[src/common/mem_params.svh]
`ifndef MEM_PARAMS_SVH
`define MEM_PARAMS_SVH

//////////////////////////////
// address and data widths
//////////////////////////////
`define MEM_ADDR_W    12   // byte address, 4 KB array
`define MEM_WORD_AW   10   // word address inside the array
`define MEM_DATA_W    32   // one bus word
`define MEM_SEL_W     4    // byte selects per word

//////////////////////////////
// burst and fifo sizing
//////////////////////////////
`define MEM_BLEN_W    6    // burst length field, holds length minus one
`define MEM_RD_BURST  8    // words fetched per read miss
`define MEM_INV_TIME  63   // idle clocks before read-ahead goes stale

`define MEM_WR_DEPTH  64   // write data fifo
`define MEM_RD_DEPTH  32   // read data fifo
`define MEM_CMD_DEPTH 4    // burst command fifo

`endif

[src/common/mem_pkg.sv]
`include "mem_params.svh"

package mem_pkg;

   //////////////////////////////
   // burst commands
   //////////////////////////////

   // opcodes as seen by the memory port
   typedef enum logic [2:0] {
      MEM_OP_WR_PRE = 3'b010,   // write with auto precharge
      MEM_OP_RD_PRE = 3'b011    // read with auto precharge
   } mem_op_e;

   // one burst, length is stored minus one
   typedef struct packed {
      mem_op_e                op;     // read or write
      logic [`MEM_BLEN_W-1:0] blen;   // words in burst minus one
      logic [`MEM_ADDR_W-1:0] addr;   // first byte address
   } mem_cmd_t;

   //////////////////////////////
   // buffered write word
   //////////////////////////////
   typedef struct packed {
      logic [`MEM_DATA_W-1:0] data;   // write payload
      logic [`MEM_SEL_W-1:0]  sel;    // byte enables, high = write
   } mem_wr_word_t;

endpackage

[src/wb_port/wb_port_ctrl.sv]
`timescale 1ns/100ps
`include "mem_params.svh"

module wb_port_ctrl (
   input  logic                   wb_clk,
   input  logic                   mem_rst,
   // wishbone, pipelined block transfers
   input  logic                   wbm_cyc_i,
   input  logic                   wbm_stb_i,
   input  logic                   wbm_we_i,
   input  logic [`MEM_SEL_W-1:0]  wbm_sel_i,
   input  logic [`MEM_ADDR_W-1:0] wbm_addr_i,   // byte address
   input  logic [`MEM_DATA_W-1:0] wbm_dat_i,
   output logic                   wbm_ack_o,
   output logic                   wbm_stall_o,
   output logic [`MEM_DATA_W-1:0] wbm_dat_o,
   // memory port
   output logic                   cmd_push_o,
   output mem_pkg::mem_cmd_t      cmd_o,
   input  logic                   cmd_full_i,
   output logic                   wr_push_o,
   output mem_pkg::mem_wr_word_t  wr_word_o,
   input  logic                   wr_full_i,
   output logic                   rd_pop_o,
   input  logic [`MEM_DATA_W-1:0] rd_data_i,    // show-ahead head word
   input  logic                   rd_empty_i
);

   localparam int ADDR_W = `MEM_ADDR_W;
   localparam int BLEN_W = `MEM_BLEN_W;
   localparam int CNT_W  = $clog2(`MEM_WR_DEPTH) + 1;   // holds a full write fifo
   localparam int INV_W  = $clog2(`MEM_INV_TIME + 1);
   localparam logic [INV_W-1:0]  INV_LOAD = INV_W'(`MEM_INV_TIME);
   localparam logic [BLEN_W-1:0] RD_BLEN  = BLEN_W'(`MEM_RD_BURST - 1);

   typedef enum logic [2:0] {
      ST_RST, ST_IDLE, ST_WR_FIFO, ST_WR_CMD, ST_RD_FIFO, ST_RD_CMD
   } state_e;

   state_e             state;
   logic [CNT_W-1:0]   stb_cnt;     // strobes accepted in this cycle
   logic [CNT_W-1:0]   ack_cnt;     // read acks given in this cycle
   logic [ADDR_W-1:0]  adr_beg;     // start of next burst
   logic [ADDR_W-1:0]  adr_next;    // address of read fifo head word
   logic               rd_active;   // read burst issued, no data yet
   logic [INV_W-1:0]   inv_cnt;     // read-ahead lifetime
   mem_pkg::mem_op_e   cmd_op;
   logic [BLEN_W-1:0]  cmd_blen;
   logic               stb_ok;      // strobe taken this clock
   logic               cmd_block;   // no room for a command, counting one in flight
   logic               pend;        // read strobe still waiting for data
   logic               inv_zero;
   logic               hit;         // read-ahead holds the requested word
   logic               take;        // hand read fifo head to the bus

   assign wbm_stall_o = wr_full_i | cmd_full_i;
   assign stb_ok      = wbm_cyc_i & wbm_stb_i & ~wbm_stall_o;
   assign cmd_block   = cmd_full_i | cmd_push_o;
   assign pend        = (ack_cnt != stb_cnt) | stb_ok;
   assign inv_zero    = (inv_cnt == '0);
   assign hit         = (wbm_addr_i == adr_next) & ~rd_empty_i & ~inv_zero;

   // writes go straight into the write fifo
   assign wr_push_o = stb_ok & wbm_we_i;
   assign wr_word_o = '{data: wbm_dat_i, sel: wbm_sel_i};
   assign cmd_o     = '{op: cmd_op, blen: cmd_blen, addr: adr_beg};

   always_comb begin
      case (state)
         ST_IDLE:    take = stb_ok & ~wbm_we_i & hit;
         ST_RD_FIFO: take = wbm_cyc_i & pend & ~rd_active & ~rd_empty_i & ~inv_zero;
         default:    take = 1'b0;
      endcase
   end

   // stale words leave the fifo once the lifetime is over
   assign rd_pop_o = take | (inv_zero & ~rd_empty_i);

   //////////////////////////////
   // main state machine
   //////////////////////////////
   always_ff @(posedge wb_clk) begin
      if (mem_rst) begin
         state      <= ST_RST;
         wbm_ack_o  <= 1'b0;
         cmd_push_o <= 1'b0;
         rd_active  <= 1'b0;
         inv_cnt    <= '0;
         stb_cnt    <= '0;
         ack_cnt    <= '0;
      end else begin
         wbm_ack_o  <= wr_push_o;   // write ack one clock after the strobe
         cmd_push_o <= 1'b0;
         if (stb_ok) stb_cnt <= stb_cnt + 1'b1;
         if (~rd_empty_i) rd_active <= 1'b0;               // first burst word is in
         if (~inv_zero & ~rd_active) inv_cnt <= inv_cnt - 1'b1;
         case (state)
            ST_RST: begin
               if (~wbm_cyc_i) state <= ST_IDLE;   // let a running cycle finish
            end
            ST_IDLE: begin
               stb_cnt <= CNT_W'(stb_ok);
               ack_cnt <= CNT_W'(take);
               if (stb_ok) begin
                  adr_beg <= wbm_addr_i;
                  if (wbm_we_i) begin
                     inv_cnt <= '0;   // any write kills the read-ahead
                     state   <= ST_WR_FIFO;
                  end else if (take) begin
                     state <= ST_RD_FIFO;
                  end else begin
                     // miss, fetch a new burst from here
                     cmd_op   <= mem_pkg::MEM_OP_RD_PRE;
                     cmd_blen <= RD_BLEN;
                     adr_next <= wbm_addr_i;
                     if (cmd_block | ~rd_empty_i) begin
                        inv_cnt <= '0;   // drain leftovers first
                        state   <= ST_RD_CMD;
                     end else begin
                        cmd_push_o <= 1'b1;
                        rd_active  <= 1'b1;
                        inv_cnt    <= INV_LOAD;
                        state      <= ST_RD_FIFO;
                     end
                  end
               end
            end
            ST_WR_FIFO: begin
               if (wr_full_i | ~wbm_cyc_i) begin
                  cmd_op   <= mem_pkg::MEM_OP_WR_PRE;
                  cmd_blen <= BLEN_W'(stb_cnt - 1'b1);
                  if (cmd_block) begin
                     state <= ST_WR_CMD;
                  end else begin
                     cmd_push_o <= 1'b1;
                     state      <= ST_IDLE;
                  end
               end
            end
            ST_WR_CMD: begin
               if (~cmd_block) begin
                  cmd_push_o <= 1'b1;
                  state      <= ST_IDLE;
               end
            end
            ST_RD_FIFO: begin
               if (wbm_cyc_i & pend & ~rd_active) begin
                  if (take) begin
                     ack_cnt <= ack_cnt + 1'b1;
                  end else if (rd_empty_i) begin
                     // ran out of read-ahead, continue with next burst
                     cmd_op   <= mem_pkg::MEM_OP_RD_PRE;
                     cmd_blen <= RD_BLEN;
                     adr_beg  <= adr_next;
                     inv_cnt  <= INV_LOAD;
                     if (cmd_block) begin
                        state <= ST_RD_CMD;
                     end else begin
                        cmd_push_o <= 1'b1;
                        rd_active  <= 1'b1;
                     end
                  end   // else stale words are still draining
               end else if (~wbm_cyc_i) begin
                  state <= ST_IDLE;
               end
            end
            ST_RD_CMD: begin
               if (~cmd_block & rd_empty_i) begin
                  inv_cnt    <= INV_LOAD;
                  cmd_push_o <= 1'b1;   // command prepared on entry
                  rd_active  <= 1'b1;
                  state      <= ST_RD_FIFO;
               end
            end
            default: state <= ST_RST;
         endcase
         if (take) begin
            wbm_ack_o <= 1'b1;
            wbm_dat_o <= rd_data_i;
            adr_next  <= adr_next + ADDR_W'(4);   // one word further
            inv_cnt   <= INV_LOAD;
         end
      end
   end

endmodule

[config.mk]
export PLATFORM = sky130hd
export DESIGN_NAME = wb_port_ctrl
export DESIGN_NICKNAME = d
export VERILOG_FILES = /design/src/common/mem_pkg.sv /design/src/wb_port/wb_port_ctrl.sv
export VERILOG_INCLUDE_DIRS = /design/src /design/src/common
export SDC_FILE = /design/constraint.sdc
export NUM_CORES = 1
export LEC_CHECK = 0
export BUFFER_PORTS_ARGS = -buffer_cell sky130_fd_sc_hd__buf_4
export CAP_MARGIN = 20
export CORE_ASPECT_RATIO = 0.9
export CORE_MARGIN = 2
export CORE_UTILIZATION = 49
export CTS_CLUSTER_DIAMETER = 80
export DETAILED_ROUTE_END_ITERATION = 6
export GPL_TIMING_DRIVEN = 0
export PLACE_DENSITY = 0.83
export SLEW_MARGIN = 20
export SYNTH_ARGS = -nofsm -noshare
export SYNTH_HDL_FRONTEND = slang
export SYNTH_SLANG_ARGS = --single-unit
[constraint.sdc]
create_clock -name wb_clk -period 3.8 [get_ports wb_clk]
set_input_delay 0.19 -clock wb_clk [delete_from_list [all_inputs] [get_ports wb_clk]]
set_output_delay 0.19 -clock wb_clk [all_outputs]
set_load 0.1 [all_outputs]
* Word level (Yosys, flattened, before mapping)
Index checks and enable logic that the tools add are counted.
** Storage, ports and cells
- Output and inout bits :: 94
- Word-level logic and storage cells :: 158
- Input port bits :: 88
- Flip-flop bits (word level) :: 91
** Cells by class
- Equality and inequality tests :: 21
- Reductions and logical operators :: 14
- Muxes and demuxes :: 77
- Bitwise gates (word level) :: 28
- $add $sub $neg :: 5
** Operators with widths (number)
- $mux 12 :: 8
- $mux 6 :: 15
- $mux 3 :: 17
- $pmux 6 s3 :: 2
- $mux 1 :: 25
- $pmux 12 s2 :: 1
- $ne 2x2->1 const B :: 10
- $pmux 3 s6 :: 1
- $add 7x1->7 const B :: 2
- $and 1x1->1 :: 14
- $mux 7 :: 2
- $pmux 7 s2 :: 1
- $add 12x3->12 const B :: 1
- $eq 12x12->1 :: 1
- $sub 6x1->6 const B :: 2
- $ne 3x3->1 const B :: 3
- $pmux 3 s3 :: 1
- $reduce_and 9->1 :: 1
- $not 1->1 :: 8
- $reduce_bool 2->1 :: 4
- $ne 7x7->1 :: 1
- $reduce_and 7->1 :: 1
- $eq 3x2->1 const B :: 2
- $eq 3x3->1 const B :: 2
- 15 further kinds :: 20

* Depth between registers and ports, before layout
- Word-level depth :: 13
- Mapped depth :: 8
- Depth with buffers taken out :: 8

* Least setup slack after synthesis
No wires, ideal clock.
- Path kind :: flip-flop to flip-flop
- Start point :: register state[2]
- End point :: register wbm_dat_o[0], enable pin
- Setup time :: 0.421 ns
- Clock period less this slack :: 3.481 ns
- Arrival time :: 3.060 ns
- Stages on the path, launching flop included :: 8
- Slack :: 0.319 ns
- Required time :: 3.379 ns
- Buffers on the path :: 1
- Cells stage by stage :: dfxtp_1 -> or3b_1 -> nor3_1 -> and3_1 -> a2bb2oi_2 -> or2_2 -> clkbuf_1 -> nor2_1
** On the way
- Word-level cells in the longest chain between the ends :: 3
- Elaborated cells between the ends (all ways) :: 4
- Classes of those cells :: eq/ne (2); mux (1); reduce/logical (1)
** RTL lines
- start, declared :: line wb_port_ctrl.sv:40 : state_e state;
- start signal, assigned :: line wb_port_ctrl.sv:84 : state <= ST_RST;
- start signal, assigned :: line wb_port_ctrl.sv:99 : if (~wbm_cyc_i) state <= ST_IDLE;
- start signal, assigned :: line wb_port_ctrl.sv:108 : state <= ST_WR_FIFO;
- $eq 3x3->1 / $eq 3x1->1 (equally long branches) :: line wb_port_ctrl.sv:69 : case (state)
- $pmux 1 s2 * :: line wb_port_ctrl.sv:69
- $reduce_and 2->1 (no source line) *
- end signal, assigned :: line wb_port_ctrl.sv:179 : wbm_dat_o <= rd_data_i;
- end, declared :: line wb_port_ctrl.sv:16 : output logic [`MEM_DATA_W-1:0] wbm_dat_o,
Every way passes the cells marked *; elsewhere a longest branch is shown, timed or not.
A chain may end at the register's enable or synchronous reset.

* Worst setup path after layout
- Start point :: register state[2]
- End point :: register adr_next[4], enable pin
** On the way
- Word-level cells in the longest chain between the ends :: 4
- Elaborated cells between the ends (all ways) :: 7
- Classes of those cells :: eq/ne (3); mux (1); reduce/logical (3)
** RTL lines
- $eq 3x3->1 / $eq 3x1->1 (equally long branches) :: line wb_port_ctrl.sv:69, wb_port_ctrl.sv:97
- $pmux 1 s2 :: line wb_port_ctrl.sv:69
- $ne 2x1->1 (no source line) / $reduce_bool 2->1 (equally long branches)
- $reduce_and 4->1 (no source line) *
- end signal, assigned :: line wb_port_ctrl.sv:115 : adr_next <= wbm_addr_i;
- end signal, assigned :: line wb_port_ctrl.sv:180 : adr_next <= adr_next + ADDR_W'(4);
- end, declared :: line wb_port_ctrl.sv:44 : logic [ADDR_W-1:0] adr_next;
Marked as above.

==> flow_metrics.env <==
export IMPL_gr_total_overflow=0
export IMPL_synth_edff_count=63
export IMPL_ys_async_sr_fraction_pct=0
export IMPL_area_delta_synth_final_pct=39.75
export IMPL_core_area_um2=9042
export IMPL_crit_cells=7
export IMPL_critPathArrivalTime_ns=3.49
export IMPL_nets=705
export IMPL_drc=0
export IMPL_layout_min_cycle_time_ns=3.502
export IMPL_final_cell_mix="183 x buf_4, 63 x edfxtp_1, 36 x o21ai_0"
export IMPL_routed_wl_mm=11.74
export IMPL_grt_max_degree=25
export IMPL_synth_cell_types=48
export IMPL_rsz0062_at_grt="false"
export IMPL_synthCells=421
export IMPL_final_common_cell="buf_4"
export IMPL_yosys_warnings=0
export IMPL_ios=182
export IMPL_rows=33
export IMPL_grt_usage_pct=22.21
export IMPL_antenna_cells=0
export IMPL_r2r_cells=7
export IMPL_syn_num_nets=517
export IMPL_initial_core_util_pct=50.02
export IMPL_vdd_drop_max_mv=0.3653
export IMPL_cts_sinks=89
export IMPL_cp_start_kind="flop"
export IMPL_synth_top_area_share_pct=41.83
export IMPL_clockBufferDepth=2
export IMPL_maxCapViolations=0
export IMPL_slowest_stage="a21oi_1"
export IMPL_antenna_left=0
export IMPL_gp_congestion=0.8801
export IMPL_cts_tree="yes"
export IMPL_cts_root_buffer="clkbuf_8"
export IMPL_routed_via_count=3916
export IMPL_crit_family="compound AO/OA/AOI/OAI gates"
export IMPL_hold_class="in -> reg"
export IMPL_clock_fmax_ghz=0.2855
export IMPL_min_path_cells=2
export IMPL_synth_area_leaders="edfxtp_1 42%, dfxtp_1 12%, buf_4 6.5%"
export IMPL_worst_pin_slew_ns=1.064
export IMPL_ys_ff_latch=89
export IMPL_yosysTopAreaCell="edfxtp_1"
export IMPL_drive_above_1_share_pct=36.16
export IMPL_portBuffers=143
export IMPL_cts_resized=0
export IMPL_power_w=0.002915
export IMPL_drt_pass1_iterations=5
export IMPL_die_w_um=105.3
export IMPL_dieArea_um2=10020
export IMPL_p_leak_nw=2.475
export IMPL_timing_final_crit_share_pct=92.17
export IMPL_antenna_found_initial=0
export IMPL_die_height_um=95.15
export IMPL_synth_area_um2=4523
export IMPL_yosysSeqAreaShare_pct=53.33
export IMPL_relSlewSlack_pct=29.06
export IMPL_ff_latch_area_um2=2412
export IMPL_p_per_area_nw_per_um2=461.2
export IMPL_htreeDepth=3
export IMPL_maxSlewViolCount=0
export IMPL_status="finished clean"
export IMPL_finish_utilization_pct=69.90
export IMPL_hold_viol_final=0
export IMPL_multi_input_area_um2=1719
export IMPL_wl_per_cell_um=15.94
export IMPL_dp_hpwl_mm=8.007
export IMPL_yosys_most_used_dff="edfxtp_1"
export IMPL_crit_fanout=10
export IMPL_slowest_delay_ns=0.91
export IMPL_required_ns=3.79
export IMPL_critPathBufInv=1
export IMPL_holdWs_ns=0.03907
export IMPL_reg2reg_slack_ns=0.30
export IMPL_cp_end_kind="flop"
export IMPL_setup_violations_final=0
export IMPL_path_clk_slew_ns=0.11
export IMPL_n_fill_cell=652
export IMPL_viasPerCell=5.321
export IMPL_drtIter0Drc=266
export IMPL_grt_pass1_vias=3584
export IMPL_syn_mean_instance_area_um2=10.74
export IMPL_clk_latency_ns=0.37
export IMPL_grt_pass1_wl_mm=17.35
export IMPL_path_cells="nand2b_1 -> nor2_2 -> o211ai_1 -> a2bb2oi_2 -> or2_2 -> clkbuf_1 -> a21oi_1"
export IMPL_critPathKind="reg -> reg"
export IMPL_cts_buffers=9
export IMPL_clock_skew_ns=0.01612
export IMPL_dp_cells=688
export IMPL_fin_cells=736
## sequential cells by signal (all words and copies together) (netlist names)
name        count
rd_active       1
cmd_blen        6
state           3
inv_cnt         6
cmd_op          1
ack_cnt         7
stb_cnt         7
cmd_push_o      1
adr_beg        12
wbm_ack_o       1
wbm_dat_o      32
adr_next       12
## where the power goes
part	internal, W	total, W	switching (W)
combinational	0.000332	0.00109	0.000762
sequential	0.00112	0.00116	0.0000452
clock	0.000258	0.000660	0.000402
total	0.00171	0.00292	0.00121
## routing by layer
layer	share of wire [%]	GRT usage, %	up-vias
met3	7.1	4.101	17
met1	41	27.74	1842
met4	1.1	7.556	0
li1	-	-	1859
met2	50	39.14	198
met5	0	0	-
## worst paths after layout
check | from | to
max reg2reg | state[2]$_SDFFE_PP0P_ | adr_next[4]$_DFFE_PP_
min reg2reg | ack_cnt[6]$_SDFFE_PP0P_ | ack_cnt[6]$_SDFFE_PP0P_
max | state[2]$_SDFFE_PP0P_ | adr_next[4]$_DFFE_PP_
min | mem_rst | cmd_push_o$_SDFF_PP0_
## cell usage after synthesis, types with 8 or more instances
| library cell | n |
|---|---|
| edfxtp_1 | 63 |
| buf_4 | 39 |
| o21ai_0 | 36 |
| nor2_1 | 27 |
| dfxtp_1 | 26 |
| nand2_1 | 25 |
| a21oi_1 | 20 |
| xnor2_1 | 18 |
| xor2_1 | 18 |
| clkbuf_1 | 16 |
| mux2_2 | 13 |
| inv_1 | 11 |
| nand3_1 | 11 |
| nand4_1 | 9 |
| nor3_1 | 9 |
| ha_1 | 8 |
## worst reg2reg max path, stage by stage, from the launching register on
cell and delay [ns]:
dfxtp_1 0.50, nand2b_1 0.16, nor2_2 0.40, o211ai_1 0.31, a2bb2oi_2 0.25, or2_2 0.32
clkbuf_1 0.27, a21oi_1 0.92
## what timing repair did
| action | in CTS | in global routing |
|---|---|---|
| hold buffers | 27 | 5 |
| endpoints found under the setup margin | 0 | 0 |
| hold endpoints to repair | 27 | 5 |
| buffers inserted | 0 | 0 |
## final cells by class
| type | count | area share (%) |
|---|---|---|
| Clock inverter | 7 | 1.168 |
| Tap cell | 122 | 2.415 |
| Clock buffer | 9 | 1.960 |
| Sequential cell | 89 | 38.16 |
| Buffer | 57 | 5.839 |
| Multi-Input combinational cell | 264 | 27.20 |
| Timing Repair Buffer | 177 | 22.60 |
| Inverter | 11 | 0.6532 |
## stage by stage
| stage | setup slack [ns] | cell area, um2 | TNS, ns |
|---|---|---|---|
| 6_report | 0.2976 | 6321 | 0 |
| 5_1_grt | 0.04789 | 6321 | 0 |
| 4_1_cts | 0.2960 | 6271 | 0 |
| 3_5_place_dp | 0.3403 | 5803 | 0 |
| 3_3_place_gp | -0.6232 | 5749 | -19.89 |
| 2_1_floorplan | 0.3185 | 4523 | 0 |
## cell families (layout without fill, tap and decap cells)
kind of cell | Yosys count | after routing | synth area share [%]
other | 2 | 2 | 0.1660
flip-flops | 89 | 89 | 53.33
adder cells (fa/ha/maj) | 8 | 8 | 2.213
XOR/XNOR | 36 | 36 | 6.971
AO/OA/AOI/OAI | 82 | 82 | 10.76
AND/OR/NAND/NOR | 121 | 121 | 13.80
buffers and inverters | 68 | 261 | 9.073
multiplexers | 15 | 15 | 3.679
Note: power is estimated with default switching activity, not from simulation.
